--- config.mk ---
export PLATFORM = sky130hd
export DESIGN_NAME = trig_debounce
export DESIGN_NICKNAME = d
export VERILOG_FILES = /design/src/hdl/trig_debounce.sv
export SDC_FILE = /design/constraint.sdc
export NUM_CORES = 1
export LEC_CHECK = 0
export ABC_AREA = 1
export BUFFER_PORTS_ARGS = -buffer_cell sky130_fd_sc_hd__buf_2
export CORE_AREA = 3 3 40 42
export CTS_BUF_LIST = sky130_fd_sc_hd__clkbuf_4 sky130_fd_sc_hd__clkbuf_8 sky130_fd_sc_hd__clkbuf_16
export DETAILED_ROUTE_END_ITERATION = 12
export DIE_AREA = 0 0 43 45
export HOLD_SLACK_MARGIN = 0.1
export PLACE_DENSITY = 0.33
export SYNTH_ARGS = -nofsm -noshare
export SYNTH_HDL_FRONTEND = slang
export SYNTH_SLANG_ARGS = --single-unit
--- constraint.sdc ---
create_clock -name a_clk -period 0.9 [get_ports a_clk]
set_clock_uncertainty 0.2 [all_clocks]
set_input_delay 0.09 -clock a_clk [delete_from_list [all_inputs] [get_ports a_clk]]
set_output_delay 0.09 -clock a_clk [all_outputs]
set_load 0.01 [all_outputs]
--- src/hdl/trig_debounce.sv ---
`timescale 1ns/1ps
`default_nettype none

module trig_debounce
#(
	parameter int debounce_w = 2
)
(
	input wire a_clk,
	input wire reset_n,
	input wire trig,
	output logic pluck
);

	logic sync_0;
	logic sync_1;
	logic [debounce_w-1:0] stable_cnt; // also limits tempo
	logic pressed; // debounced button state
	logic pressed_d;
	logic idle;
	logic cnt_max;

	assign idle = (pressed == sync_1); // input agrees with state
	assign cnt_max = &stable_cnt;

	always_ff @(posedge a_clk)
	begin
		if (reset_n)
		begin
			sync_0 <= 1'b0;
			sync_1 <= 1'b0;
			stable_cnt <= '0;
			pressed <= 1'b0;
			pressed_d <= 1'b0;
			pluck <= 1'b0;
		end
		else
		begin
			sync_0 <= ~trig; // active low trigger
			sync_1 <= sync_0;
			if (idle)
			begin
				stable_cnt <= '0;
			end
			else
			begin
				stable_cnt <= stable_cnt + 1'b1;
				if (cnt_max)
				begin
					pressed <= ~pressed; // held long enough
				end
			end
			pressed_d <= pressed;
			pluck <= pressed & ~pressed_d; // press edge only
		end
	end

endmodule

`default_nettype wire

==> run_results.csv, run 1 <==
group,metric,value,unit
critical_path,path_buf_inv,1,
floorplan,fp.dieH,45,um
power,p_sw,123,uW
placed_design,dpl_cell_area,267,sq um
critical_path,slowest_delay,290,ps
yosys,synth_area_per_cell,8.02,sq um
yosys,synth_cell_type_count,8,
detailed_routing,wl_met2,153,um
worst_hold_path,hp-start,"reset_n",
yosys,synth_top_cell_area_share,0.602,
yosys,synth_cells,29,
yosys,syn_area,233,sq um
timing,fin_crit,952,ps
yosys,yosysWarnings,0,
yosys,yosysSeqAreaShare,0.602,
critical_path,endpoint_kind,"primary output",
detailed_routing,drc,0,
floorplan,die-area,1940,sq um
power,switching_share,0.189,
detailed_routing,drtPass1Iterations,2,
finish,fill_cells,154,
cts,cts_buffers,3,
cts,cts_tree,"done",
critical_path,critPathKind,"flip-flop to primary output",
timing,setup_viol,1,
cts,cts_setup_buffers,0,
grt,grt_pass1_vias,145,
grt,grt_max_degree,6,
timing,max_freq,1050,MHz
job,cap_violations,0,
detailed_routing,finalWirelength,358,um
worst_hold_path,min_path_type,"input pin to flip-flop",
critical_path,critPathMaxFanout,1,
cts,ctsRootBufferMaster,"clkbuf_4",
finish,stdcell_area,317,sq um
critical_path,r2r_start,"pressed$_SDFFE_PP0P_",
critical_path,crit_start,"pluck$_SDFF_PP0_",
critical_path,cp_cell_sequence,"buf_2",
power,seqPwrFrac,0.493,
timing,min_period_over_period,1.06,
detailed_routing,wl_met1,168,um
critical_path,cp_top_family,"flip-flops",
grt,grt_overflow_total,0,
finish,area_growth,36.0,%
cts,clock_sinks,7,
yosys,syn_nets,32,
power,combPwrFrac,0.032,
grt,grt_pass1_wl,579,um
detailed_routing,viasPerCell,3.40,
cts,cts.htree.levels,1,
floorplan,ios,4,
finish,final_common_cell,"nor2_1",
cts,holdBufCountCts,1,
timing,timing.hold.ws,-140,ps
status,outcome,"finished, violations left",
detailed_routing,top_layer,"met3",
power,power.share.clock,0.475,
detailed_routing,wire_per_inst,6.88,um
placed_design,placed_cells,47,
detailed_routing,drt_iter0_drc,3,
yosys,synth_area_leaders,"dfxtp_1 (60%), nor2_1 (11%), nand2_1 (9.7%)",
timing,tightest_slew,155,ps
critical_path,crit_required,610,ps
floorplan,rows,13,
finish,mostFrequentLayoutCells,"nor2_1 (6), nand2_1 (5), inv_1 (4), clkbuf_4 (4), dfxtp_2 (4)",
placed_design,dp_worst_setup_slack,33.3,ps
timing,slew_violations,0,
finish,nets,41,
cts,insertion_delay,250,ps
detailed_routing,vias,177,
floorplan,core_area,1280,sq um
cts,clkTransAtPathRegs,50,ps
timing,slew_headroom,0.896,
placed_design,gp_congestion,0.661,
power,leakagePower,0.149,nW
critical_path,slowest_stage,"dfxtp_1",
grt,antenna_found_initial,0,
power,internal-power,526,uW
power,p_per_area,2050,nW/um^2
finish,fin_cells,52,
detailed_routing,wl_met3,36,um
critical_path,setup.worst_path.start_class,"flip-flop",
timing,final_hold_viol_count,7,
timing,rsz0062_at_grt,"true",
placed_design,hpwl,256,um
critical_path,cp.arrival,660,ps
power,ir_worst_vdd,0.867,mV
placed_design,port_buffers,3,
grt,grt_util_all_layers,0.0484,
yosys,yosysTopAreaCell,"dfxtp_1",
yosys,ys_ff_latch,7,
status,failed_checks,"hold timing, setup timing",
finish,final_layout_size_suffix_gt1_frac,0.459,
cts,clockBufferDepth,2,
floorplan,die_w,43,um
floorplan,start_util,0.181,
finish,insertedDiodeCount,0,
detailed_routing,antenna_left,0,
timing,fin_ws,-52.4,ps
metrics by stage:
stage,total power [mW],hold slack (ps),utilization,TNS [ps]
finish,0.649,-140,0.246,-52.4
global route,0.690,-144,0.246,-164
CTS,0.665,-148,0.239,-69.2
detailed placement,0.341,51.4,0.207,0
global placement,0.342,47.8,0.207,0
floorplan,0.333,-43.3,-,0
cell usage after synthesis (all sizes together):
| cell | number |
|---|---|
| dfxtp | 7 |
| inv | 6 |
| nand2 | 7 |
| nand3 | 1 |
| nor2 | 7 |
| nor3 | 1 |
state kept, by name, summed over array words and instances (netlist names):
register    flops
stable_cnt      2
pluck           1
pressed         1
pressed_d       1
sync_0          1
sync_1          1
final cells by class:
cell class / count / area [sq um] / share of cell area
multi-input cells: 16 / 75.1 / 0.237
inverters: 6 / 22.5 / 0.0711
well taps: 15 / 18.8 / 0.0593
clock buffers: 4 / 30.0 / 0.0949
flip-flops and latches: 7 / 145 / 0.458
repair buffers: 4 / 25.0 / 0.0791
power by group through the flow:
stage / clock network, mW / logic [mW] / registers (mW)
6_report: 0.308 / 0.0208 / 0.320
5_1_grt: 0.347 / 0.0234 / 0.320
4_1_cts: 0.326 / 0.0197 / 0.319
3_5_place_dp: 0 / 0.0162 / 0.325
3_3_place_gp: 0 / 0.0163 / 0.325
2_1_floorplan: 0 / 0.00859 / 0.325
path summary, 6_finish.rpt:
kind | slack (ps) | endpoint | depth (start not counted)
hold / removal | -140 | sync_0$_SDFF_PP0_ | 2
setup / recovery | -50 | pluck | 1
setup reg to reg | 40 | stable_cnt[0]$_SDFF_PP0_ | 4
hold reg to reg | 190 | pluck$_SDFF_PP0_ | 1
logic make-up (layout without fill, tap and decap cells):
kind of cell           Yosys count  in the layout  share of synthesized area
and+or+nand+nor                 16             16                      0.301
buffers and inverters            6             14                     0.0968
DFF                              7              7                      0.602
per-layer routing:
metal | GRT usage | up-vias
met5 | 0 | -
met4 | 0.0361 | 0
met3 | 0.0598 | 0
met2 | 0.0569 | 4
met1 | 0.0436 | 73
li1 | - | 100
timing repair:
item | 4_1_cts | 5_1_grt
gates resized for setup | 0 | 6
setup endpoints to repair | 1 | 4
pin swaps | 0 | 2
endpoints found under the hold margin | 7 | 7
(Power assumes the default switching activity.)
==> inputs of run 2 (changes only) <==
==> constraint.sdc (replaced) <==
create_clock -name a_clk -period 0.9 [get_ports a_clk]
set_clock_uncertainty 0.2 [all_clocks]
set_input_delay 0.09 -clock a_clk [delete_from_list [all_inputs] [get_ports a_clk]]
set_output_delay 0.09 -clock a_clk [all_outputs]
set_load 0.1 [all_outputs]
==> run 2 against run 1 <==
  * Clock power down 3%
  * Highest routed layer is now met4
  * Largest power group unchanged
  * Count of clock-buffer cells in the layout shrank 1
  * Largest cell class unchanged
  * Sequential power about the same
  * The flow still finishes with violations (hold timing, setup timing)
  * Register-to-register slack got worse by 20 ps
==> run_results.csv, run 2 (same netlist as run 1, synthesis figures left out) <==
group,metric,value,unit
critical_path,critPathKind,"flip-flop to primary output",
critical_path,crit_cells,1,
floorplan,rows,13,
cts,clkTransAtPathRegs,60,ps
cts,cts_buffers,3,
timing,fin_ws,-166,ps
detailed_routing,drt_iter0_drc,2,
critical_path,setup.worst_path.start_class,"flip-flop",
critical_path,r2r_start,"sync_1$_SDFF_PP0_",
floorplan,die_w,43,um
detailed_routing,antenna_left,0,
finish,area_growth,44.1,%
finish,final_layout_size_suffix_gt1_frac,0.541,
finish,insertedDiodeCount,0,
finish,final_util,0.261,
power,leakagePower,0.153,nW
critical_path,reg2regPathDepth,4,
finish,nets,41,
detailed_routing,viasPerCell,3.81,
finish,top_register,"stable_cnt",
cts,holdBufCountCts,1,
grt,grt_overflow_total,0,
timing,rsz0062_at_grt,"true",
cts,ctsRootBufferMaster,"clkbuf_4",
cts,cts.htree.levels,1,
critical_path,critPathMaxFanout,1,
detailed_routing,vias,198,
grt,grt_pass1_wl,752,um
timing,slew_violations,0,
critical_path,cp_cell_sequence,"buf_12",
worst_hold_path,hp-start,"reset_n",
floorplan,fp.dieH,45,um
grt,grt_util_all_layers,0.0624,
grt,grt_max_degree,6,
finish,fill_cells,131,
grt,grt_pass1_vias,197,
power,ir_worst_vdd,0.847,mV
finish,largest_reg_flops,2,
placed_design,hpwl,303,um
critical_path,crit_required,610,ps
critical_path,path_buf_inv,1,
timing,setup_viol,1,
floorplan,die-area,1940,sq um
timing,timing.hold.ws,-162,ps
critical_path,r2r_slack,20,ps
critical_path,cp-endpoint,"pluck",
placed_design,dp_worst_setup_slack,26.9,ps
detailed_routing,finalWirelength,433,um
critical_path,r2r_end,"stable_cnt[1]$_SDFF_PP0_",
floorplan,start_util,0.181,
critical_path,endpoint_kind,"primary output",
cts,cts_tree,"done",
floorplan,ios,4,
cts,clockBufferDepth,2,
grt,antenna_found_initial,0,
detailed_routing,wire_per_inst,8.33,um
timing,final_hold_viol_count,7,
cts,cts_setup_buffers,0,
power,p_per_area,1900,nW/um^2
status,failed_checks,"hold timing, setup timing",
status,outcome,"finished, violations left",
placed_design,port_buffers,3,
timing,slew_headroom,0.914,
cts,clock_sinks,7,
critical_path,slowest_delay,350,ps
placed_design,gp_congestion,0.708,
finish,mostFrequentLayoutCells,"nor2_1 (5), nand2_1 (5), dfxtp_2 (4)",
critical_path,cp.arrival,780,ps
critical_path,crit_start,"pluck$_SDFF_PP0_",
cts,insertion_delay,260,ps
detailed_routing,drc,0,
critical_path,cp_top_family,"flip-flops",
timing,max_freq,938,MHz
worst_hold_path,min_path_type,"input pin to flip-flop",
detailed_routing,drtPass1Iterations,2,
worst_hold_path,hold_depth,2,
job,cap_violations,0,
timing,tightest_slew,128,ps
critical_path,slowest_stage,"dfxtp_4",
timing,min_period_over_period,1.18,
timing,fin_crit,1070,ps
floorplan,core_area,1280,sq um
[run 2: changes by cell type in the layout (fill, tap and decap cells not counted), sizes merged]
cell,delta
clkinv,+1
clkbuf,-1
[run 2: power by group]
group	internal (mW)	leakage [nW]	switching [mW]
Clock	0.163	0.0177	0.136
Sequential	0.313	0.0596	0.00400
Combinational	0.0105	0.0754	0.0114
[run 2: how the worst min path moves through the flow]
stage	to	slack, ps
final	sync_1$_SDFF_PP0_	-160
after global routing	sync_0$_SDFF_PP0_	-160
after CTS	sync_1$_SDFF_PP0_	-170
after floorplan	sync_0$_SDFF_PP0_	-40
after detailed placement	sync_0$_SDFF_PP0_	50
after global placement	sync_0$_SDFF_PP0_	50
[run 2: what timing repair did]
action | in CTS | in global routing
resized for setup | 2 | 6
endpoints found under the hold margin | 7 | 7
cloned | 0 | 0
setup endpoints to repair | 3 | 4
[run 2: layout make-up]
cell class,count,area (sq um),area share
Clock inverter,1,5.00,0.0149
Inverter,6,22.5,0.0672
Multi-Input combinational cell,16,77.6,0.231
Sequential cell,7,149,0.444
Clock buffer,3,22.5,0.0672
Tap cell,15,18.8,0.0560
Timing Repair Buffer,4,40.0,0.119
[run 2: worst reg2reg max path: stages, from the launching register on]
cell and delay (ps):
dfxtp_2 350, inv_2 40, nand2_2 60, nand3_2 80, nor2_2 80
[run 2: metal layers]
metal | part of all wire | up-vias | GRT usage
met5 | 0 | - | 0
met4 | 0.065 | 0 | 0.0904
met3 | 0.069 | 3 | 0.0359
met2 | 0.51 | 5 | 0.0988
met1 | 0.35 | 91 | 0.0433
li1 | - | 99 | -
[run 2: per-stage QoR]
stage	hold slack [ps]	power [mW]	instance area, sq um	TNS, ps	cells
floorplan	-43.3	0.330	236	0	29
global placement	48.4	0.338	285	0	47
detailed placement	51.2	0.339	285	0	47
CTS	-166	0.649	325	-176	52
global route	-165	0.681	335	-264	52
finish	-162	0.639	335	-166	52
==> inputs of run 3 (changes only) <==
--- a/config.mk
+++ b/config.mk
@@ -7,12 +7,12 @@
 export LEC_CHECK = 0
 export ABC_AREA = 1
 export BUFFER_PORTS_ARGS = -buffer_cell sky130_fd_sc_hd__buf_2
-export CORE_AREA = 3 3 40 42
+export CORE_AREA = 2 2 39 41
 export CTS_BUF_LIST = sky130_fd_sc_hd__clkbuf_4 sky130_fd_sc_hd__clkbuf_8 sky130_fd_sc_hd__clkbuf_16
 export DETAILED_ROUTE_END_ITERATION = 12
-export DIE_AREA = 0 0 43 45
+export DIE_AREA = 0 0 41 43
 export HOLD_SLACK_MARGIN = 0.1
-export PLACE_DENSITY = 0.33
+export PLACE_DENSITY = 0.32
 export SYNTH_ARGS = -nofsm -noshare
 export SYNTH_HDL_FRONTEND = slang
 export SYNTH_SLANG_ARGS = --single-unit
==> constraint.sdc (replaced) <==
create_clock -name a_clk -period 1.14 [get_ports a_clk]
set_clock_uncertainty 0.2 [all_clocks]
set_input_delay 0.114 -clock a_clk [delete_from_list [all_inputs] [get_ports a_clk]]
set_output_delay 0.114 -clock a_clk [all_outputs]
set_load 0.1 [all_outputs]
==> run 3 against run 2 <==
  * The run now ends clean
  * Via count decreased by 7.6%
  * Register-to-register slack better by 230 ps
  * Combinational power down 17%
  * First-iteration DRC count is the same
  * Design area shrank 1.1%
  * Critical path type unchanged
  * Critical path depth unchanged
  * Clock power decreased by 22%
==> run_results.csv, run 3 (same netlist as run 1, synthesis figures left out) <==
group,metric,value,unit
grt,grt_util_all_layers,0.0615,
finish,final_common_cell,"nor2_1",
power,power,503,uW
grt,antenna_found_initial,0,
power,p_per_area,1520,nW/um^2
finish,stdcell_area,332,sq um
detailed_routing,finalWirelength,381,um
critical_path,slowest_delay,340,ps
cts,clkTransAtPathRegs,60,ps
placed_design,hpwl,258,um
worst_hold_path,min_path_type,"flip-flop to flip-flop",
finish,top_register,"stable_cnt",
power,leakagePower,0.156,nW
critical_path,critPathMaxFanout,1,
floorplan,ios,4,
floorplan,core_area,1380,sq um
detailed_routing,drt_iter0_drc,2,
critical_path,endpoint_kind,"primary output",
placed_design,gp_congestion,0.711,
job,cap_violations,0,
critical_path,setup.worst_path.start_class,"flip-flop",
timing,fin_crit,1080,ps
power,ir_worst_vdd,0.435,mV
placed_design,dp_worst_setup_slack,265,ps
cts,cts_buffers,3,
detailed_routing,wire_per_inst,7.06,um
floorplan,fp.dieH,43,um
placed_design,dpl_cell_area,284,sq um
detailed_routing,antenna_left,0,
grt,grt_max_degree,6,
grt,grt_pass1_wl,641,um
timing,fin_tns_setup,0,ps
detailed_routing,vias,183,
placed_design,port_buffers,3,
cts,clock_sinks,7,
cts,cts_setup_buffers,0,
finish,fin_cells,54,
finish,nets,42,
cts,cts.htree.levels,1,
finish,insertedDiodeCount,0,
floorplan,rows,14,
timing,slew_violations,0,
detailed_routing,viasPerCell,3.39,
critical_path,path_buf_inv,1,
finish,largest_reg_flops,2,
critical_path,cp_cell_sequence,"buf_12",
finish,area_growth,42.5,%
critical_path,cp.arrival,770,ps
finish,fill_cells,166,
critical_path,r2r_slack,250,ps
finish,mostFrequentLayoutCells,"nor2_1 (7), nand2_1 (6), dfxtp_1 (6)",
timing,final_hold_viol_count,0,
floorplan,start_util,0.168,
status,outcome,"completed",
detailed_routing,drc,0,
detailed_routing,drtPass1Iterations,2,
critical_path,critPathKind,"flip-flop to primary output",
cts,insertion_delay,260,ps
timing,slew_headroom,0.897,
timing,min_period_over_period,0.949,
cts,clockBufferDepth,2,
floorplan,die-area,1760,sq um
timing,tightest_slew,153,ps
placed_design,placed_cells,48,
floorplan,die_w,41,um
timing,fin_ws,58.5,ps
critical_path,crit_required,830,ps
grt,grt_overflow_total,0,
timing,max_freq,925,MHz
grt,grt_pass1_vias,179,
finish,final_layout_size_suffix_gt1_frac,0.316,
timing,rsz0062_at_grt,"false",
timing,setup_viol,0,
critical_path,slowest_stage,"dfxtp_2",
cts,cts_tree,"done",
critical_path,cp_top_family,"flip-flops",
cts,ctsRootBufferMaster,"clkbuf_4",
-- run 3: cell count changes in the layout (fill, tap and decap cells not counted), sizes merged --
cell         previous run  this run
dlygate4sd3             1         2
-- run 3: repair_timing --
item | in CTS | in global routing
endpoints found under the hold margin | 7 | 0
resized for setup | 0 | 0
endpoints found under the setup margin | 0 | 0
hold buffers | 2 | 0
-- run 3: metrics by stage --
stage	hold slack [ps]	utilization
after floorplan	-19.3	-
after global placement	73.1	0.205
after detailed placement	76.3	0.205
after CTS	185	0.240
after global routing	218	0.240
final	213	0.240
-- run 3: power by group --
part / switching, mW / internal [mW] / total, mW
clock: 0.105 / 0.129 / 0.234
combinational: 0.00820 / 0.00990 / 0.0181
sequential: 0.00242 / 0.249 / 0.251
-- run 3: worst paths after layout --
check,end,cells after the start,start
setup / recovery,pluck,1,pluck$_SDFF_PP0_
hold / removal,pluck$_SDFF_PP0_,1,pressed_d$_SDFF_PP0_
setup reg to reg,stable_cnt[1]$_SDFF_PP0_,4,sync_1$_SDFF_PP0_
hold reg to reg,pluck$_SDFF_PP0_,1,pressed_d$_SDFF_PP0_
-- run 3: routing by layer --
layer	track usage	up-vias	part of all wire
met5	0	-	0
li1	-	100	-
met3	0.0314	2	0.052
met2	0.0750	4	0.48
met4	0.0800	0	0.042
met1	0.0619	77	0.43
-- run 3: layout make-up --
type | instances | area [sq um] | share of cell area
Clock buffer | 3 | 22.5 | 0.0679
Clock inverter | 1 | 5.00 | 0.0151
Inverter | 6 | 22.5 | 0.0679
Multi-Input combinational cell | 16 | 70.1 | 0.211
Sequential cell | 7 | 141 | 0.426
Tap cell | 16 | 20.0 | 0.0604
Timing Repair Buffer | 5 | 50.0 | 0.151
